$ cat src/hw/ecc_pkg.sv
package ecc_pkg;

    // ~~~~~~~~~~~~~~~~~~~~~~~~~~~~~~
    // code geometry
    // ~~~~~~~~~~~~~~~~~~~~~~~~~~~~~~
    localparam int DATA_W   = 40;
    localparam int PARITY_W = 7;

    typedef logic [DATA_W-1:0]   data_t;     // payload word.
    typedef logic [PARITY_W-1:0] parity_t;   // check bits.
    typedef logic [PARITY_W-1:0] syndrome_t; // stored ^ recomputed.

    // ~~~~~~~~~~~~~~~~~~~~~~~~~~~~~~
    // check-bit encoder
    // ~~~~~~~~~~~~~~~~~~~~~~~~~~~~~~
    // column of data bit i in H matches the syndrome table in ecc_40_cal.
    function automatic parity_t ecc_encode(input data_t d);
        parity_t p;
        p[0] = d[0]  ^ d[1]  ^ d[3]  ^ d[4]  ^ d[6]  ^ d[8]  ^ d[10] ^ d[11] ^
               d[13] ^ d[15] ^ d[17] ^ d[19] ^ d[21] ^ d[23] ^ d[25] ^ d[26] ^
               d[28] ^ d[30] ^ d[32] ^ d[34] ^ d[36] ^ d[38];
        p[1] = d[0]  ^ d[2]  ^ d[3]  ^ d[5]  ^ d[6]  ^ d[9]  ^ d[10] ^ d[12] ^
               d[13] ^ d[16] ^ d[17] ^ d[20] ^ d[21] ^ d[24] ^ d[25] ^ d[27] ^
               d[28] ^ d[31] ^ d[32] ^ d[35] ^ d[36] ^ d[39];
        p[2] = d[1]  ^ d[2]  ^ d[3]  ^ d[7]  ^ d[8]  ^ d[9]  ^ d[10] ^ d[14] ^
               d[15] ^ d[16] ^ d[17] ^ d[22] ^ d[23] ^ d[24] ^ d[25] ^ d[29] ^
               d[30] ^ d[31] ^ d[32] ^ d[37] ^ d[38] ^ d[39];
        p[3] = d[4]  ^ d[5]  ^ d[6]  ^ d[7]  ^ d[8]  ^ d[9]  ^ d[10] ^ d[18] ^
               d[19] ^ d[20] ^ d[21] ^ d[22] ^ d[23] ^ d[24] ^ d[25] ^ d[33] ^
               d[34] ^ d[35] ^ d[36] ^ d[37] ^ d[38] ^ d[39];
        p[4] = ^d[25:11]; // contiguous group.
        p[5] = ^d[39:26];
        p[6] = d[0]  ^ d[1]  ^ d[2]  ^ d[4]  ^ d[5]  ^ d[7]  ^ d[10] ^ d[11] ^
               d[12] ^ d[14] ^ d[17] ^ d[18] ^ d[21] ^ d[23] ^ d[24] ^ d[26] ^
               d[27] ^ d[29] ^ d[32] ^ d[33] ^ d[36] ^ d[38] ^ d[39];
        return p;
    endfunction

endpackage

$ cat src/hw/mem_pkg.sv
package mem_pkg;

    import ecc_pkg::*;

    localparam int DEF_ADDR_W  = 6; // default array depth is 64.
    localparam int DEF_COUNT_W = 8;

    typedef logic [DEF_ADDR_W-1:0]  addr_t;
    typedef logic [DEF_COUNT_W-1:0] count_t;

    typedef struct packed {
        parity_t parity;
        data_t   data;
    } mem_word_t; // stored form, also the injection mask.

    typedef struct packed {
        addr_t addr;
        logic  bypass;
    } rd_tag_t;

    typedef struct packed {
        data_t   data;
        parity_t parity;   // recomputed check bits.
        logic    sbit_err;
        logic    dbit_err;
    } rd_resp_t;

    typedef struct packed {
        count_t sbit_cnt;
        count_t dbit_cnt;
        addr_t  last_addr;
    } err_log_t;

endpackage

$ cat src/hw/ecc_40_cal.sv
module ecc_40_cal (
    input  mem_pkg::mem_word_t stored,
    input  logic               bypass,
    output mem_pkg::rd_resp_t  resp
);

    import ecc_pkg::*;

    parity_t   recomputed;
    syndrome_t syndrome;
    data_t     mask;
    logic      sbit_hit;
    logic      dbit_hit;

    assign recomputed = ecc_encode(stored.data);
    assign syndrome   = stored.parity ^ recomputed;

    // ~~~~~~~~~~~~~~~~~~~~~~~~~~~~~~
    // syndrome decode
    // ~~~~~~~~~~~~~~~~~~~~~~~~~~~~~~
    always_comb begin
        mask     = '0;
        sbit_hit = 1'b1;
        dbit_hit = 1'b0;
        case (syndrome)
            7'b0000000: sbit_hit = 1'b0; // clean.
            7'b1000011: mask[0]  = 1'b1;
            7'b1000101: mask[1]  = 1'b1;
            7'b1000110: mask[2]  = 1'b1;
            7'b0000111: mask[3]  = 1'b1;
            7'b1001001: mask[4]  = 1'b1;
            7'b1001010: mask[5]  = 1'b1;
            7'b0001011: mask[6]  = 1'b1;
            7'b1001100: mask[7]  = 1'b1;
            7'b0001101: mask[8]  = 1'b1;
            7'b0001110: mask[9]  = 1'b1;
            7'b1001111: mask[10] = 1'b1;
            7'b1010001: mask[11] = 1'b1;
            7'b1010010: mask[12] = 1'b1;
            7'b0010011: mask[13] = 1'b1;
            7'b1010100: mask[14] = 1'b1;
            7'b0010101: mask[15] = 1'b1;
            7'b0010110: mask[16] = 1'b1;
            7'b1010111: mask[17] = 1'b1;
            7'b1011000: mask[18] = 1'b1;
            7'b0011001: mask[19] = 1'b1;
            7'b0011010: mask[20] = 1'b1;
            7'b1011011: mask[21] = 1'b1;
            7'b0011100: mask[22] = 1'b1;
            7'b1011101: mask[23] = 1'b1;
            7'b1011110: mask[24] = 1'b1;
            7'b0011111: mask[25] = 1'b1;
            7'b1100001: mask[26] = 1'b1;
            7'b1100010: mask[27] = 1'b1;
            7'b0100011: mask[28] = 1'b1;
            7'b1100100: mask[29] = 1'b1;
            7'b0100101: mask[30] = 1'b1;
            7'b0100110: mask[31] = 1'b1;
            7'b1100111: mask[32] = 1'b1;
            7'b1101000: mask[33] = 1'b1;
            7'b0101001: mask[34] = 1'b1;
            7'b0101010: mask[35] = 1'b1;
            7'b1101011: mask[36] = 1'b1;
            7'b0101100: mask[37] = 1'b1;
            7'b1101101: mask[38] = 1'b1;
            7'b1101110: mask[39] = 1'b1;
            // a flipped check bit leaves the data alone.
            7'b1000000, 7'b0100000, 7'b0010000, 7'b0001000,
            7'b0000100, 7'b0000010, 7'b0000001: mask = '0;
            default: begin // not correctable.
                sbit_hit = 1'b0;
                dbit_hit = 1'b1;
            end
        endcase
    end

    // ~~~~~~~~~~~~~~~~~~~~~~~~~~~~~~
    // response
    // ~~~~~~~~~~~~~~~~~~~~~~~~~~~~~~
    assign resp.data     = bypass ? stored.data : stored.data ^ mask;
    assign resp.parity   = recomputed;
    assign resp.sbit_err = sbit_hit & ~bypass;
    assign resp.dbit_err = dbit_hit & ~bypass;

endmodule

$ cat src/hw/ecc_mem_array.sv
module ecc_mem_array #(
    parameter int ADDR_WIDTH = 6
) (
    input  logic                  clk,
    input  logic                  rst_n,
    input  logic                  wr_en,
    input  logic [ADDR_WIDTH-1:0] wr_addr,
    input  mem_pkg::mem_word_t    wr_word,
    input  logic                  rd_en,
    input  logic [ADDR_WIDTH-1:0] rd_addr,
    input  logic                  bypass,
    output logic                  rd_valid,
    output mem_pkg::mem_word_t    rd_word,
    output mem_pkg::rd_tag_t      rd_tag
);

    import mem_pkg::*;

    localparam int DEPTH = 2 ** ADDR_WIDTH;

    mem_word_t mem [DEPTH];

    always_ff @(posedge clk) begin
        if (wr_en) begin
            mem[wr_addr] <= wr_word;
        end
    end

    // same-address write lands after this read, so old word returns.
    always_ff @(posedge clk) begin
        if (rd_en) begin
            rd_word       <= mem[rd_addr];
            rd_tag.addr   <= addr_t'(rd_addr);
            rd_tag.bypass <= bypass;
        end
    end

    always_ff @(posedge clk or negedge rst_n) begin
        if (!rst_n) begin
            rd_valid <= 1'b0;
        end else begin
            rd_valid <= rd_en; // one cycle latency.
        end
    end

endmodule

$ cat src/hw/ecc_err_log.sv
module ecc_err_log #(
    parameter int ADDR_WIDTH  = 6,
    parameter int COUNT_WIDTH = 8
) (
    input  logic                  clk,
    input  logic                  rst_n,
    input  logic                  clr,
    input  logic                  valid,
    input  logic                  sbit_err,
    input  logic                  dbit_err,
    input  logic [ADDR_WIDTH-1:0] addr,
    output mem_pkg::err_log_t     log
);

    import mem_pkg::*;

    localparam logic [COUNT_WIDTH-1:0] CNT_MAX = '1;

    logic [COUNT_WIDTH-1:0] s_cnt;
    logic [COUNT_WIDTH-1:0] d_cnt;
    logic [ADDR_WIDTH-1:0]  last_addr_q;

    always_ff @(posedge clk or negedge rst_n) begin
        if (!rst_n) begin
            s_cnt       <= '0;
            d_cnt       <= '0;
            last_addr_q <= '0;
        end else if (clr) begin
            s_cnt       <= '0; // clear wins over a pending read.
            d_cnt       <= '0;
            last_addr_q <= '0;
        end else if (valid) begin
            if (sbit_err && s_cnt != CNT_MAX) begin
                s_cnt <= s_cnt + 1'b1;
            end
            if (dbit_err && d_cnt != CNT_MAX) begin
                d_cnt <= d_cnt + 1'b1;
            end
            if (sbit_err || dbit_err) begin
                last_addr_q <= addr;
            end
        end
    end

    assign log.sbit_cnt  = count_t'(s_cnt);
    assign log.dbit_cnt  = count_t'(d_cnt);
    assign log.last_addr = addr_t'(last_addr_q);

endmodule

$ cat src/hw/ecc_mem_top.sv
module ecc_mem_top #(
    parameter int ADDR_WIDTH  = 6,
    parameter int COUNT_WIDTH = 8
) (
    input  logic                  clk,
    input  logic                  rst_n,
    // write port
    input  logic                  wr_en,
    input  logic [ADDR_WIDTH-1:0] wr_addr,
    input  ecc_pkg::data_t        wr_data,
    input  mem_pkg::mem_word_t    wr_inj,
    // read port
    input  logic                  rd_en,
    input  logic [ADDR_WIDTH-1:0] rd_addr,
    input  logic                  bypass,
    input  logic                  log_clr,
    output logic                  rd_valid,
    output mem_pkg::rd_resp_t     rd_resp,
    output mem_pkg::err_log_t     err_log
);

    import ecc_pkg::*;
    import mem_pkg::*;

    mem_word_t             enc_word;
    mem_word_t             wr_word;
    mem_word_t             rd_word;
    rd_tag_t               rd_tag;
    logic [ADDR_WIDTH-1:0] rd_tag_addr;

    // ~~~~~~~~~~~~~~~~~~~~~~~~~~~~~~
    // write path
    // ~~~~~~~~~~~~~~~~~~~~~~~~~~~~~~
    assign enc_word.parity = ecc_encode(wr_data);
    assign enc_word.data   = wr_data;
    assign wr_word         = enc_word ^ wr_inj; // diagnostic flips.

    ecc_mem_array #(
        .ADDR_WIDTH (ADDR_WIDTH)
    ) u_array (
        .clk      (clk),
        .rst_n    (rst_n),
        .wr_en    (wr_en),
        .wr_addr  (wr_addr),
        .wr_word  (wr_word),
        .rd_en    (rd_en),
        .rd_addr  (rd_addr),
        .bypass   (bypass),
        .rd_valid (rd_valid),
        .rd_word  (rd_word),
        .rd_tag   (rd_tag)
    );

    ecc_40_cal u_cal (
        .stored (rd_word),
        .bypass (rd_tag.bypass),
        .resp   (rd_resp)
    );

    assign rd_tag_addr = ADDR_WIDTH'(rd_tag.addr);

    ecc_err_log #(
        .ADDR_WIDTH  (ADDR_WIDTH),
        .COUNT_WIDTH (COUNT_WIDTH)
    ) u_log (
        .clk      (clk),
        .rst_n    (rst_n),
        .clr      (log_clr),
        .valid    (rd_valid),
        .sbit_err (rd_resp.sbit_err),
        .dbit_err (rd_resp.dbit_err),
        .addr     (rd_tag_addr),
        .log      (err_log)
    );

endmodule

$ cat config.mk
export PLATFORM = sky130hd
export DESIGN_NAME = ecc_mem_top
export DESIGN_NICKNAME = d
export VERILOG_FILES = /design/src/hw/ecc_pkg.sv /design/src/hw/mem_pkg.sv /design/src/hw/ecc_40_cal.sv /design/src/hw/ecc_mem_array.sv /design/src/hw/ecc_err_log.sv /design/src/hw/ecc_mem_top.sv
export SDC_FILE = /design/constraint.sdc
export NUM_CORES = 2
export LEC_CHECK = 0
export ABC_AREA = 0
export ABC_CLOCK_PERIOD_IN_PS = 4300
export BUFFER_PORTS_ARGS = -buffer_cell sky130_fd_sc_hd__buf_2
export CORE_ASPECT_RATIO = 0.75
export CORE_MARGIN = 3
export CORE_UTILIZATION = 60
export DETAILED_ROUTE_END_ITERATION = 16
export PLACE_DENSITY = 0.76
export SLEW_MARGIN = 5
export SYNTH_ARGS = -nofsm -noshare
export SYNTH_HDL_FRONTEND = slang
export SYNTH_SLANG_ARGS = --single-unit
$ cat constraint.sdc
create_clock -name clk -period 4.3 [get_ports clk]
set_input_delay 0.215 -clock clk [delete_from_list [all_inputs] [get_ports clk]]
set_output_delay 0.215 -clock clk [all_outputs]
set_load 0.005 [all_outputs]
### Word level (Yosys, flattened, before mapping)

Memory sizes are Yosys's and may differ from the RTL's. A register that Yosys moved wholly into a read port is not among the register bits.
Cells that the tools add are included.

| cells by class | value |
|---|---|
| bitwise logic cells | 216 |
| multiplexer cells | 54 |
| equality and inequality tests | 49 |
| reduce and logical (&&, ||, !) cells | 17 |
| add/subtract/negate cells | 2 |

Operators with widths:

| kind | count |
|---|---|
| $xor 1x1->1 | 210 |
| $eq 7x7->1 const B | 24 |
| $eq 7x5->1 const B | 8 |
| $eq 7x6->1 const B | 7 |
| $mux 8 | 6 |
| $reduce_or 48->1 | 1 |
| $reduce_or 47->1 | 1 |
| $xor 47x47->47 | 1 |
| $mux 1 | 44 |
| $mux 40 | 1 |
| $xor 40x40->40 | 1 |
| $reduce_xor 15->1 | 2 |
| $eq 7x4->1 const B | 4 |
| $reduce_xor 14->1 | 2 |
| $mux 6 | 3 |
| $add 8x1->8 const B | 2 |
| $ne 8x8->1 const B | 2 |
| $eq 7x3->1 const B | 2 |
| $reduce_bool 2->1 | 4 |
| $eq 7x1->1 const B | 1 |
| $eq 7x2->1 const B | 1 |
| $logic_not 7->1 | 1 |
| $xor 7x7->7 | 1 |
| $reduce_and 2->1 | 3 |
| 4 further kinds | 6 |

| word-level totals | value |
|---|---|
| memory bits (writable) | 3008 |
| memories kept | 1 |
| output and inout port bits | 72 |
| register bits after elaboration | 30 |
| logic and storage cells | 345 |
| input port bits | 105 |

Memory list:

| memory | depth | bits a word | rd ports | clocked after Yosys merged registers in | wr ports | line | RTL |
|---|---|---|---|---|---|---|---|
| u_array.mem | 64 | 47 | 1 | 1 | 1 | ecc_mem_array.sv:21 | `mem_word_t mem [DEPTH];` |

### Depth between registers and ports, before layout

| depth | value |
|---|---|
| depth after elaboration | 31 |
| gate-level depth with buffers | 14 |
| gate-level depth less buffers | 11 |

### Cells and area by module

From an unflattened synthesis, not the netlist that was laid out.

| unflattened totals | value |
|---|---|
| cell total of the unflattened synthesis | 5403 |
| area total of the unflattened synthesis | 120414.2 um^2 |

By module, submodules not included:

| module | cells each | times used | sequential area each (um^2) | area each (um^2) |
|---|---|---|---|---|
| ecc_mem_array | 4898 | 1 | 91973.2 | 115503.3 |
| ecc_40_cal | 271 | 1 | 0.0 | 2553.7 |
| ecc_mem_top | 121 | 1 | 0.0 | 1253.7 |
| ecc_err_log | 113 | 1 | 550.5 | 1103.6 |

### Worst setup path after synthesis

OpenSTA, ideal clock, no wires.

| path | value |
|---|---|
| path type | input to register |
| start point | in wr_addr[2] |
| end point | mem u_array.mem[48][0] in the netlist's numbering, enable pin |
| data required time | 3.790 ns |
| cell stages on the path | 3 |
| arrival | 4.057 ns |
| buffers on the path | 1 |
| path slack | -0.267 ns |
| library setup time | 0.510 ns |
| cells stage by stage | clkbuf_1 > or3_1 > nor3_1 |

RTL lines:

| item | line | RTL |
|---|---|---|
| from (decl) | ecc_mem_top.sv:9 | `input logic [ADDR_WIDTH-1:0] wr_addr,` |
| to (decl) | ecc_mem_array.sv:21 |  |

Straight into the memory's write port.

==> run metrics <==
status complete, but fails checks; failing checks negative setup slack; clock sink count 3085; Ports 177; PD cells 548 nW/um^2; Relative slew margins 0.0713; Initial Util 0.607; # setup viols final 19; Die Ht 393 um; setup_tns -2.05 ns; DP Wirelength 194000 um; CP delay by family, top XOR/XNOR gates; Setup Crit Path Kind flop to primary output; root buffer cell clkbuf_16; Max Fanout on Critical Path 4; WL/cell 42.6 um; YS warnings 0; die width 523 um; site row count 141; Clock Latency Late Sink 0.87 ns; Max rail drop VDD 1.04 mV; vias post-DR 61564; dpl ws -0.0353 ns; grt ovf 0; total CTS buffers 288; CP Launch Type flop; syn avg cell area 24.5 sq um; ANT nets after route 0; cell area after synthesis 120000 sq um; Critical Path RT 4.09 ns; port buffer count 176; register area share after synthesis 0.770; ys flop type edfxtp_1; Synth Net Count 5018; final hold vios 0; Clock Tree Buf Depth 4; Worst Setup End Kind primary output; Mapped Cells 4911; fin area 138000 sq um; DR pass1 iterations 6; number of maximum-capacitance violations 0; Netlist cell types 61; Worst path most repeated cell buf_4; Min Clock Period, post-route 4.68 ns; Worst-path clk slew 0.06 ns; Core Area 198000 sq um; Finished Core Util 0.699; Leak 43.7 nW; Async SR Flop Fraction 0.00746; GP Congestion 0.910; Yosys reg bits 3085; CP peak stage delay 0.48 ns; Final Max Tran Viols 0; RSZ-0062 raised after global routing true; slowest CP cell xnor3_2; antenna violations before repair 12; DRC 0; Crit path buffers/inverters 6; Post-synth EDFFs 3062; routed wire length 359000 um; Iteration-0 DRC Markers 11826; fill count 11335; Hold Crit Class input port to flop; H-Tree Depth 5; Layout Nets 5665; GRT Total Usage 0.353; CTS tree yes; Cell Chain, Critical Path xnor3_1 > xor2_1 > xnor3_2 > xnor2_2 > buf_4 > buf_12 > buf_4 > a32oi_2 > nor3_2 > a2111oi_4 > buf_4 > nand4_1 > buf_6 > nor3_4 > buf_6; Via density 7.31; Fmax 214 MHz; layout cells sized above 1 0.378; Worst-Margin Slew 1.39 ns; vias in the first global route 60354; first-pass GRT wire length 493000 um; min setup slack post-route -0.383 ns; Arr. time, crit path 4.47 ns; placed cell areas 128000 sq um; largest net degree at the start of global routing 97; Layout Area Growth over Synthesis 15.1%; Worst Clk Skew 0.0532 ns; fin crit share 1.09; die area 206000 sq um
[synthesized netlist by cell type (6+ instances only)]
cell,number,area (sq um)
xnor2_1,166,1450
or3_1,8,50.1
a21oi_1,9,45.0
mux2i_1,15,150
mux2_2,9,101
nor2b_1,9,56.3
o21ai_0,14,70.1
nor3_1,16,80.1
or2_2,6,37.5
clkbuf_1,174,653
buf_1,69,259
nor2_1,95,357
dfrtp_1,23,576
nand2_1,34,128
nand3_1,50,250
mux4_2,978,22000
edfxtp_1,3062,91900
mux2_1,7,78.8
xor2_1,66,578
xnor3_1,17,383
[cells in the final DEF (no fill, tap or decap), drive strengths merged, types with 3 or more instances in the layout]
| cell | n |
|---|---|
| or2 | 7 |
| nor3 | 17 |
| xor3 | 3 |
| nand2 | 34 |
| and3 | 5 |
| clkbuf | 362 |
| mux4 | 978 |
| nand3b | 5 |
| xnor2 | 172 |
| inv | 10 |
| nor2 | 97 |
| bufinv | 10 |
| and2 | 3 |
| mux2 | 18 |
| a21oi | 9 |
| a32oi | 3 |
| xor2 | 66 |
| edfxtp | 3062 |
| clkinv | 116 |
| a2111oi | 3 |
| o21ai | 17 |
| nand4 | 5 |
| diode | 5 |
| buf | 593 |
| dfrtp | 23 |
| nor4 | 5 |
| or3 | 8 |
| nand3 | 52 |
| nor2b | 9 |
| mux2i | 15 |
| clkinvlp | 3 |
| xnor3 | 20 |
| dlygate4sd3 | 14 |
[final timing paths]
path	from	endpoint	slack, ns	cells past startpoint
hold reg to reg	u_array.rd_tag[2]	u_log.last_addr_q[1]	0.49	2
min in group asynchronous	rst_n	u_log.last_addr_q[1]	0.68	3
setup / recovery	u_array.rd_word[28]	rd_resp[0]	-0.38	15
max in group asynchronous	rst_n	u_log.s_cnt[5]	2.95	3
setup reg to reg	u_array.rd_word[28]	u_log.s_cnt[3]	0.16	13
hold / removal	rd_addr[3]	u_array.rd_tag[4]	0.05	1
[final cells by class]
cell class | count | area, sq um | share of cell area
Timing Repair Buffer | 607 | 5110 | 0.0370
Sequential cell | 3085 | 92500 | 0.669
Multi-Input combinational cell | 1574 | 28700 | 0.208
Tap cell | 2645 | 3310 | 0.0239
Antenna cell | 5 | 12.5 | 0.0000905
Inverter | 2 | 7.51 | 0.0000543
Clock inverter | 137 | 940 | 0.00680
Clock buffer | 362 | 7650 | 0.0554
[repair_timing]
action / CTS / global route
gates resized for setup: 93 / 58
hold buffers: 12 / 2
gates cloned: 0 / 0
setup buffers: 33 / 11
pin swaps: 46 / 16
hold endpoints to repair: 173 / 19
endpoints found under the setup margin: 42 / 42
[metrics by stage]
step           power, mW  cells  hold slack, ns
2_1_floorplan       43.1   4911         -0.0806
3_3_place_gp        49.2   7858           0.219
3_5_place_dp        49.4   7858           0.223
4_1_cts             74.9   8398        0.000988
5_1_grt             77.7   8412          0.0139
6_report            75.7   8417          0.0522
[power breakdown]
part	total [mW]	switching (mW)	internal (mW)
Sequential	35.5	0.160	35.3
Combinational	16.1	9.73	6.41
Clock	24.1	10.9	13.2
Total	75.7	20.8	55.0
[cells by family after synthesis]
family,synth area share
simple gates,0.0104
fa+ha+maj,0.000208
mux,0.186
flops,0.770
buf+inv,0.00806
compound gates,0.00252
xor+xnor,0.0222
[state kept, by name, indices dropped and copies added (netlist names)]
register           cells
u_array.rd_word       47
u_array.rd_tag         7
u_log.last_addr_q      6
u_array.mem         3008
u_log.d_cnt            8
u_array.rd_valid       1
u_log.s_cnt            8
[worst reg2reg max path, delay by kind of cell, from the launching register on]
| family | cells | cell delay, ns |
|---|---|---|
| compound gates | 2 | 0.40 |
| xor+xnor | 5 | 1.42 |
| buf+inv | 2 | 0.36 |
| flops | 1 | 0.46 |
| mux | 1 | 0.35 |
| simple gates | 3 | 1.00 |
[per-layer routing]
layer / vias up / GRT usage / share of wire
met5: - / 0 / 0.00024
met1: 32415 / 0.508 / 0.34
met2: 5754 / 0.517 / 0.46
li1: 22419 / - / -
met3: 964 / 0.0962 / 0.15
met4: 12 / 0.154 / 0.056
Power figures use the tool's default switching activity.
